[src/verilog/mem_macros.svh]
// Sizing of the cache and its backing memory
// Tag, index and offset widths must add up to the 16-bit byte address
// MEM_WORDS must equal 2**(address width - 1), one word per even byte address
// MEM_RD_LAT of at least 1; the controller relies on it for overlapping fills
`ifndef MEM_MACROS_SVH
`define MEM_MACROS_SVH

`define MEM_TAG_W 5
`define MEM_IDX_W 8
`define MEM_OFF_W 3

`define MEM_WORDS 32768
`define MEM_BANKS 4

// Cycles from a read command to its data
`define MEM_RD_LAT 2

`endif

[src/verilog/mem_addr_pkg.sv]
// Address fields and the data types shared by the cache ways
// Offset bit 0 selects a byte and is always zero for word accesses
`include "mem_macros.svh"

package mem_addr_pkg;

   typedef logic [`MEM_TAG_W-1:0] tag_t;
   typedef logic [`MEM_IDX_W-1:0] idx_t;
   typedef logic [`MEM_OFF_W-1:0] off_t;
   typedef logic [15:0]           word_t;

   typedef enum logic [2:0] {
      WAY_IDLE,
      WAY_CMP_RD,
      WAY_CMP_WR,
      WAY_ACC_RD,
      WAY_ACC_WR
   } way_cmd_e;

   typedef struct packed {
      logic  hit;
      logic  valid;
      logic  dirty;
      tag_t  tag_out;
      word_t data_out;
   } way_status_t;

endpackage

[src/verilog/cache_ctrl_pkg.sv]
// Controller state and memory command encodings
// One request in flight; the state list covers the whole miss sequence

package cache_ctrl_pkg;

   typedef enum logic [2:0] {
      ST_IDLE,
      ST_COMPARE,
      ST_WB_WORD,
      ST_FILL_REQ,
      ST_FILL_WAIT,
      ST_FILL_DONE,
      ST_ERROR
   } ctrl_state_e;

   // Command to the banked memory, taken in the cycle it is present
   typedef enum logic [1:0] {
      MEM_NONE,
      MEM_READ,
      MEM_WRITE
   } mem_op_e;

endpackage

[src/verilog/way_if.sv]
// Command bundle from the controller to both cache ways
// Both ways see the same fields; each has its own enable outside this bundle
`timescale 1ns/1ns

interface way_if;
   import mem_addr_pkg::*;

   tag_t     tag;
   idx_t     idx;
   off_t     off;
   word_t    wdata;
   way_cmd_e cmd;
   logic     set_valid;

   modport ctrl (
      output tag, idx, off, wdata, cmd, set_valid
   );

   modport way (
      input tag, idx, off, wdata, cmd, set_valid
   );

endinterface

[src/verilog/cache_ctrl.sv]
// Cache controller, one request in flight
// A hit finishes one cycle after acceptance; a miss writes back a dirty
// victim, fills the line in four reads and then repeats the access
// Victim choice takes an invalid way first, way 0 before way 1, else the victim bit
// New requests are ignored outside idle
`timescale 1ns/1ns
`include "mem_macros.svh"

module cache_ctrl (
   input  logic                           clk,
   input  logic                           arst_n,
   input  logic [15:0]                    addr,
   input  mem_addr_pkg::word_t            data_in,
   input  logic                           rd,
   input  logic                           wr,
   way_if.ctrl                            wif,
   output logic                           en0,
   output logic                           en1,
   input  mem_addr_pkg::way_status_t      st0,
   input  mem_addr_pkg::way_status_t      st1,
   output cache_ctrl_pkg::mem_op_e        mem_op,
   output logic [$clog2(`MEM_WORDS)-1:0]  mem_addr,
   output mem_addr_pkg::word_t            mem_wdata,
   input  mem_addr_pkg::word_t            mem_rdata,
   input  logic                           mem_rvalid,
   output mem_addr_pkg::word_t            data_out,
   output logic                           done,
   output logic                           stall,
   output logic                           cache_hit,
   output logic                           req_err
);
   import mem_addr_pkg::*;
   import cache_ctrl_pkg::*;

   localparam int WSEL_W = `MEM_OFF_W - 1;

   ctrl_state_e state_q;
   ctrl_state_e state_d;

   tag_t  req_tag_q;
   idx_t  req_idx_q;
   off_t  req_off_q;
   word_t req_data_q;
   logic  req_wr_q;

   logic [WSEL_W-1:0] mem_cnt_q;
   logic [WSEL_W-1:0] rcv_cnt_q;
   logic              sel_way_q;
   logic              victim_q;

   logic        bad_req;
   logic        any_hit;
   logic        victim_way;
   way_status_t cand_st;
   way_status_t sel_st;
   way_cmd_e    cmp_cmd;

   assign bad_req    = (rd && wr) || addr[0];
   assign any_hit    = st0.hit || st1.hit;
   assign victim_way = !st0.valid ? 1'b0 : (!st1.valid ? 1'b1 : victim_q);
   assign cand_st    = victim_way ? st1 : st0;
   assign sel_st     = sel_way_q ? st1 : st0;
   assign cmp_cmd    = req_wr_q ? WAY_CMP_WR : WAY_CMP_RD;

   // Only the enabled way can hit, so this covers the repeat after a fill
   assign data_out = st0.hit ? st0.data_out : st1.data_out;

   always_ff @(posedge clk) begin
      if ((state_q == ST_IDLE) && (rd || wr)) begin
         {req_tag_q, req_idx_q, req_off_q} <= addr;
         req_data_q <= data_in;
         req_wr_q   <= wr;
      end
   end

   always_comb begin
      state_d = state_q;
      case (state_q)
         ST_IDLE: begin
            if (rd || wr) begin
               state_d = bad_req ? ST_ERROR : ST_COMPARE;
            end
         end
         ST_COMPARE: begin
            if (any_hit) begin
               state_d = ST_IDLE;
            end else if (cand_st.valid && cand_st.dirty) begin
               state_d = ST_WB_WORD;
            end else begin
               state_d = ST_FILL_REQ;
            end
         end
         ST_WB_WORD: begin
            if (mem_cnt_q == '1) begin
               state_d = ST_FILL_REQ;
            end
         end
         ST_FILL_REQ: begin
            if (mem_cnt_q == '1) begin
               state_d = ST_FILL_WAIT;
            end
         end
         ST_FILL_WAIT: begin
            if (mem_rvalid && (rcv_cnt_q == '1)) begin
               state_d = ST_FILL_DONE;
            end
         end
         default: state_d = ST_IDLE;
      endcase
   end

   always_ff @(posedge clk or negedge arst_n) begin
      if (!arst_n) begin
         state_q   <= ST_IDLE;
         mem_cnt_q <= '0;
         rcv_cnt_q <= '0;
         sel_way_q <= 1'b0;
         victim_q  <= 1'b0;
      end else begin
         state_q <= state_d;
         case (state_q)
            ST_COMPARE: begin
               if (!any_hit) begin
                  mem_cnt_q <= '0;
                  rcv_cnt_q <= '0;
                  sel_way_q <= victim_way;
                  // Flip only when a valid line gets replaced
                  if (st0.valid && st1.valid) begin
                     victim_q <= ~victim_q;
                  end
               end
            end
            ST_WB_WORD, ST_FILL_REQ: mem_cnt_q <= mem_cnt_q + 1'b1;
            default: ;
         endcase
         if (mem_rvalid) begin
            rcv_cnt_q <= rcv_cnt_q + 1'b1;
         end
      end
   end

   // Way commands
   always_comb begin
      en0           = 1'b0;
      en1           = 1'b0;
      wif.tag       = req_tag_q;
      wif.idx       = req_idx_q;
      wif.off       = req_off_q;
      wif.wdata     = req_data_q;
      wif.cmd       = WAY_IDLE;
      wif.set_valid = 1'b0;
      case (state_q)
         ST_COMPARE: begin
            en0     = 1'b1;
            en1     = 1'b1;
            wif.cmd = cmp_cmd;
         end
         ST_WB_WORD: begin
            en0     = ~sel_way_q;
            en1     = sel_way_q;
            wif.cmd = WAY_ACC_RD;
            wif.off = {mem_cnt_q, 1'b0};
         end
         ST_FILL_REQ, ST_FILL_WAIT: begin
            if (mem_rvalid) begin
               en0           = ~sel_way_q;
               en1           = sel_way_q;
               wif.cmd       = WAY_ACC_WR;
               wif.off       = {rcv_cnt_q, 1'b0};
               wif.wdata     = mem_rdata;
               wif.set_valid = (rcv_cnt_q == '1);
            end
         end
         ST_FILL_DONE: begin
            en0     = ~sel_way_q;
            en1     = sel_way_q;
            wif.cmd = cmp_cmd;
         end
         default: ;
      endcase
   end

   // Memory command and handshake
   always_comb begin
      mem_op    = MEM_NONE;
      mem_addr  = {req_tag_q, req_idx_q, mem_cnt_q};
      mem_wdata = sel_st.data_out;
      done      = 1'b0;
      cache_hit = 1'b0;
      req_err   = 1'b0;
      case (state_q)
         ST_COMPARE: begin
            done      = any_hit;
            cache_hit = any_hit;
         end
         ST_WB_WORD: begin
            mem_op   = MEM_WRITE;
            mem_addr = {sel_st.tag_out, req_idx_q, mem_cnt_q};
         end
         ST_FILL_REQ: mem_op = MEM_READ;
         ST_FILL_DONE: done = 1'b1;
         ST_ERROR: begin
            done    = 1'b1;
            req_err = 1'b1;
         end
         default: ;
      endcase
   end

   // Busy with a miss from the compare cycle until the fill completes
   assign stall = (state_q == ST_WB_WORD) || (state_q == ST_FILL_REQ) ||
                  (state_q == ST_FILL_WAIT) || ((state_q == ST_COMPARE) && !any_hit);

endmodule

[src/flat_wrapper.sv]
// flat-port wrapper written by rule: the top's interface ports become plain ports
module cache_ctrl_flat import mem_addr_pkg::*; import cache_ctrl_pkg::*;
  (clk, arst_n, addr, data_in, rd, wr, en0, en1, st0, st1, mem_op, mem_addr, mem_wdata, mem_rdata, mem_rvalid, data_out, done, stall, cache_hit, req_err, wif_tag, wif_idx, wif_off, wif_wdata, wif_cmd, wif_set_valid);
  way_if wif_i ();
  input  logic clk;
  input  logic arst_n;
  input  logic [15:0] addr;
  input  mem_addr_pkg::word_t data_in;
  input  logic rd;
  input  logic wr;
  output logic en0;
  output logic en1;
  input  mem_addr_pkg::way_status_t st0;
  input  mem_addr_pkg::way_status_t st1;
  output cache_ctrl_pkg::mem_op_e mem_op;
  output logic [$clog2(`MEM_WORDS)-1:0] mem_addr;
  output mem_addr_pkg::word_t mem_wdata;
  input  mem_addr_pkg::word_t mem_rdata;
  input  logic mem_rvalid;
  output mem_addr_pkg::word_t data_out;
  output logic done;
  output logic stall;
  output logic cache_hit;
  output logic req_err;
  output wire logic [$bits(wif_i.tag)-1:0] wif_tag;
  output wire logic [$bits(wif_i.idx)-1:0] wif_idx;
  output wire logic [$bits(wif_i.off)-1:0] wif_off;
  output wire logic [$bits(wif_i.wdata)-1:0] wif_wdata;
  output wire logic [$bits(wif_i.cmd)-1:0] wif_cmd;
  output wire logic [$bits(wif_i.set_valid)-1:0] wif_set_valid;
  assign wif_tag = wif_i.tag;
  assign wif_idx = wif_i.idx;
  assign wif_off = wif_i.off;
  assign wif_wdata = wif_i.wdata;
  assign wif_cmd = wif_i.cmd;
  assign wif_set_valid = wif_i.set_valid;
  cache_ctrl u_core (.clk(clk), .arst_n(arst_n), .addr(addr), .data_in(data_in), .rd(rd), .wr(wr), .wif(wif_i), .en0(en0), .en1(en1), .st0(st0), .st1(st1), .mem_op(mem_op), .mem_addr(mem_addr), .mem_wdata(mem_wdata), .mem_rdata(mem_rdata), .mem_rvalid(mem_rvalid), .data_out(data_out), .done(done), .stall(stall), .cache_hit(cache_hit), .req_err(req_err));
endmodule
[config.mk]
export PLATFORM = sky130hd
export DESIGN_NAME = cache_ctrl_flat
export DESIGN_NICKNAME = d
export VERILOG_FILES = /design/src/verilog/mem_addr_pkg.sv /design/src/verilog/cache_ctrl_pkg.sv /design/src/verilog/way_if.sv /design/src/verilog/cache_ctrl.sv /design/src/flat_wrapper.sv
export VERILOG_INCLUDE_DIRS = /design/src /design/src/verilog
export SDC_FILE = /design/constraint.sdc
export NUM_CORES = 1
export LEC_CHECK = 0
export BUFFER_PORTS_ARGS = -buffer_cell sky130_fd_sc_hd__buf_2
export CAP_MARGIN = 20
export CORE_MARGIN = 2
export CORE_UTILIZATION = 40
export CTS_CLUSTER_DIAMETER = 60
export DETAILED_ROUTE_END_ITERATION = 12
export PLACE_DENSITY = 0.86
export SETUP_SLACK_MARGIN = 0.02
export SLEW_MARGIN = 15
export SYNTH_ARGS = -nofsm -noshare
export SYNTH_HDL_FRONTEND = slang
export SYNTH_SLANG_ARGS = --single-unit
[constraint.sdc]
create_clock -name clk -period 3.2 [get_ports clk]
set_clock_uncertainty 0.05 [all_clocks]
set_input_delay 0.16 -clock clk [delete_from_list [all_inputs] [get_ports clk]]
set_output_delay 0.16 -clock clk [all_outputs]
set_load 0.01 [all_outputs]
## After elaboration in Yosys (flattened, before gate mapping)

Cells that the tools add are included.

- Flip-flop bits (word level): 42
- Bits of input ports: 101

- Reductions and logical operators: 26
- Multiplexer cells: 35
- Add/subtract/negate cells: 2
- Bitwise operators: 3
- Eq/ne operators: 14

Operators with widths:

| kind | number |
|---|---|
| 2-to-1 mux 16 bit | 3 |
| 2-to-1 mux 3 bit | 8 |
| 2-to-1 mux 23 bit | 1 |
| 2-to-1 mux 21 bit | 1 |
| 2-to-1 mux 15 bit | 1 |
| case mux 3 bit (5 select lines) | 1 |
| OR reduction 2 bit | 5 |
| == test 3 bit (second input constant) | 3 |
| 2-to-1 mux 1 bit | 9 |
| case mux 3 bit (3 select lines) | 1 |
| 2-to-1 mux 2 bit | 4 |
| case mux 2 bit (2 select lines) | 2 |
| == test 3 x 2 -> 1 bit (second input constant) | 2 |
| logical AND 1 bit | 6 |
| logical OR 1 bit | 6 |
| inequality test 2 x 1 -> 1 bit (second input constant) | 3 |
| inequality test 2 bit (second input constant) | 3 |
| case mux 1 bit (3 select lines) | 2 |
| case mux 3 bit (2 select lines) | 1 |
| AND reduction 2 bit | 3 |
| adder 2 x 1 -> 2 bit (second input constant) | 2 |
| == test 2 bit (second input constant) | 2 |
| AND reduction 4 bit | 1 |
| nonzero test 2 bit | 2 |
| other kinds (6) | 8 |

## Logic depth before layout (Yosys ltp)

- Depth in word-level cells: 7
- Mapped depth: 6
- Depth with buffers taken out: 5

## Worst setup path before layout

No wires, ideal clock.

- Path type: reg-to-reg
- Start point: register u_core.state_q[0]
- End point: register u_core.req_data_q[0] (enable)
- Stages on the path, launching flop included: 3
- Data arrival time: 2.175 ns
- Library setup time: 0.427 ns
- Slack: 0.548 ns
- Path through: dfrtp_1 > nor3_1 > nor2b_1

- Cells in the longest elaborated chain, start to end: 2

RTL lines:

| what | line | source |
|---|---|---|
| from (decl) | cache_ctrl.sv:37 | `ctrl_state_e state_q;` |
| from (signal assigned) | cache_ctrl.sv:120 | `state_q <= state_d;` |
| logical NOT 3 bit | cache_ctrl.sv:69 | `if ((state_q == ST_IDLE) && (rd \|\| wr)) begin` |
| logical AND 1 bit | cache_ctrl.sv:69 |  |
| to (signal assigned) | cache_ctrl.sv:71 | `req_data_q <= data_in;` |
| to (decl) | cache_ctrl.sv:43 | `word_t req_data_q;` |

Every way passes these cells.
A chain may end at the register's enable or synchronous reset.

## Final worst setup path

- Start point: register u_core.state_q[1]
- End point: output wif_wdata[15]

- Cells in the longest elaborated chain, start to end: 3
- Elaborated cells on any way between the ends: 4
- Classes of those cells: 2 x eq/ne; 1 x mux; 1 x reduce/logical

RTL lines:

| what | line | source |
|---|---|---|
| == test 3 bit or == test 3 x 2 -> 1 bit (tied branches) | cache_ctrl.sv:152 | `case (state_q)` |
| OR reduction 2 bit (*) | cache_ctrl.sv:152 |  |
| 2-to-1 mux 16 bit (*) | cache_ctrl.sv:152 |  |
| to (decl) | flat_wrapper.sv:28 | `output wire logic [$bits(wif_i.wdata)-1:0] wif_wdata;` |

Every way passes the cells marked *; elsewhere a longest branch is shown, timed or not.

==> flow_summary.yaml <==
min_path:
  hold_start: "addr[0]"
  hold_class: "in -> reg"
synthesis:
  synth_compound_area_share_pct: 8.61
  synth_seq_area_share_pct: 49.8
  synth-xor-area-share_pct: 0.717
  synth_top_family_by_area: "multiplexers"
  synthSimpleGateAreaFrac_pct: 9.07
  async_reset_ff_share_pct: 21.4
  synth_cell_type_count: 37
  netlist_instances: 202
  synth_flop_cell: "edfxtp_1"
  synth-seq-cells: 42
  synth_edf_count: 33
  syn-cell-area_um2: 2440
  avgSynthCellArea_um2: 12.1
  yosys.area_share.adder_pct: 1.02
  synth.area.mux_share_pct: 24.6
  syn-num-nets: 305
  ys.warnings.count: 0
detailed_routing:
  route.detailed.drc: 0
  antenna_left: 0
  wl_mm: 8.52
  via_per_inst: 4.99
  dr_total_vias: 2450
  firstDrtPassIters: 5
  initialDrtViolationCount: 131
  post_drt_wl_per_cell_um: 17.4
critical_path:
  worst-path-max-fanout: 20
  crit-reg2reg-launch: "u_core.state_q[0]"
  rr_worst_depth: 3
  r2r_end: "u_core.req_off_q[0]"
  endpoint: "wif_wdata[15]"
  setup.worst_path.start: "u_core.state_q[1]"
  cp-end-kind: "output pin"
  critPathLaunchType: "flip-flop"
  crit_type: "reg -> out"
  cp.arrival_ps: 2270
  required_ps: 2990
  reg2reg_slack_ps: 1360
placed_design:
  hpwl_mm: 6.12
  gp_congestion: 0.857
  io_buffers: 191
  dp.cells: 451
cells_and_area:
  nets: 517
  final_layout_size_suffix_gt1_share_pct: 58.1
  layout.cells.non_filler: 491
  areaGrowthSynthToFinish_pct: 55.9
  final_util_pct: 64.3
clock_tree:
  cts_max_level: 2
  cts_root_buffer: "clkbuf_8"
  clkSlewWorstSetupHoldPaths_ps: 80
  clock_path_buffers: 2
  clock_latency_ps: 290
  cts_sinks: 42
  cts_tree: "built"
  cts_buffers: 5
  cts_resized: 0
sta:
  grt_setup_unrepaired: "false"
  hold_violations: 0
  setup_viol: 0
  slew_viol_final: 0
  slew_headroom_pct: 33.4
  finalCriticalPeriod_ps: 2480
  fmax_mhz: 402
  worst_slew_pin_slew_ps: 999
  finalCritPeriodShare_pct: 77.6
  timing.setup.tns_ps: 0
grt:
  grt_usage_pct: 24.7
  grt_overflow: 0
  grt_pass1_vias: 2311
  antenna_found_initial: 1
  grt_max_degree: 34
  grt_pass1_wl_mm: 11.9
power_and_ir_drop:
  vdd_ir_drop_max_uv: 510
  power_mw: 2.86
  p_leak_nw: 1.82
  p_per_area_nw_per_um2: 752
run:
  maxCapViolations: 0
floorplanning:
  die_area_um2: 6750
  fp.dieH_um: 82.1
  io_pins: 192
  core_um2: 5920
  row_count: 28
  die_w_um: 82.1
  start_util_pct: 41.3
outcome:
  outcome: "finished clean"
metrics by stage:
stage | setup WS [ps] | cell area (um2) | hold slack [ps]
6_report | 716 | 3810 | 10.3
3_3_place_gp | 1090 | 3380 | -20.3
3_5_place_dp | 1060 | 3380 | -16.8
2_1_floorplan | 548 | 2440 | -186
5_1_grt | 576 | 3800 | 2.55
4_1_cts | 721 | 3800 | 3.16
how the worst min path moves through the flow:
stage,endpoint,slack (ps),cells past startpoint
final,u_core.req_off_q[0],10,1
after global routing,u_core.req_data_q[9],3,1
after CTS,u_core.req_data_q[9],3,1
after detailed placement,u_core.rcv_cnt_q[0],-20,1
after global placement,u_core.rcv_cnt_q[1],-20,1
after floorplan,u_core.mem_cnt_q[0],-190,0
placed cells by master (no fill, tap or decap), drive strengths merged, types with 6 or more instances in the layout:
cell	n
a21oi	10
buf	193
clkbuf	6
dfrtp	9
dlygate4sd3	31
edfxtp	33
inv	7
mux2	48
mux2i	6
nand2	12
nor2	15
o21ai	9
cell usage after synthesis (all sizes together) (2+ instances only):
cell | count | area (um2)
nor2 | 15 | 61.3
xor2 | 2 | 17.5
nor2b | 2 | 20.0
a21o | 2 | 15.0
a21oi | 10 | 53.8
and2 | 5 | 31.3
nand2 | 12 | 45.0
nand3 | 5 | 30.0
edfxtp | 33 | 991
o21ai | 9 | 45.0
mux2 | 48 | 541
mux2i | 6 | 60.1
a221o | 3 | 30.0
buf | 17 | 118
ha | 2 | 25.0
nand2b | 2 | 15.0
a31o | 2 | 17.5
clkbuf | 2 | 7.51
dfrtp | 9 | 225
inv | 7 | 26.3
where the power goes:
part	internal (mW)	leakage [nW]	total (mW)	switching, mW
Combinational	0.676	1.35	1.44	0.766
Sequential	0.791	0.420	0.999	0.208
Clock	0.233	0.0514	0.423	0.190
Total	1.70	1.82	2.86	1.16
cell families after synthesis:
kind of cell,after synthesis
xor gates and xnor gates,2
AOI/OAI and AO/OA,32
DFF,42
and+or+nand+nor,44
buffers and inverters,26
muxes,54
adders and majority gates,2
critical path: stages (launching register included):
cell and delay (ps):
dfrtp_1 610, nor2b_4 290, nand2_1 130, a21oi_2 150
buf_4 270, mux2_1 370, buf_2 150
flip-flops by register name (all words and copies together) (netlist names):
register,cells
u_core.req_data_q,16
u_core.wif.idx,8
u_core.wif.tag,5
u_core.req_off_q,3
u_core.state_q,3
u_core.mem_cnt_q,2
u_core.rcv_cnt_q,2
u_core.req_wr_q,1
u_core.sel_way_q,1
u_core.victim_q,1
per-layer routing:
metal | track usage [%] | routed length [um] | vias up
met4 | 7.00 | 141 | 0
met1 | 24.2 | 2890 | 1140
met3 | 7.93 | 911 | 15
li1 | - | - | 1156
met5 | 0 | 0 | -
met2 | 48.9 | 4580 | 139
area by class of cell:
type | instances | area [um2]
Clock buffer | 6 | 72.6
Clock inverter | 2 | 37.5
Inverter | 7 | 26.3
Antenna cell | 1 | 2.50
Tap cell | 75 | 93.8
Sequential cell | 42 | 1220
Timing Repair Buffer | 224 | 1280
Fill cell | 456 | 2110
Multi-Input combinational cell | 134 | 1080
repair_timing:
action                    4_1_cts  5_1_grt
hold endpoints to repair       39        0
hold buffers                   31        0
buffers inserted                0        0
No activity file was read; power rests on OpenSTA's default activity.
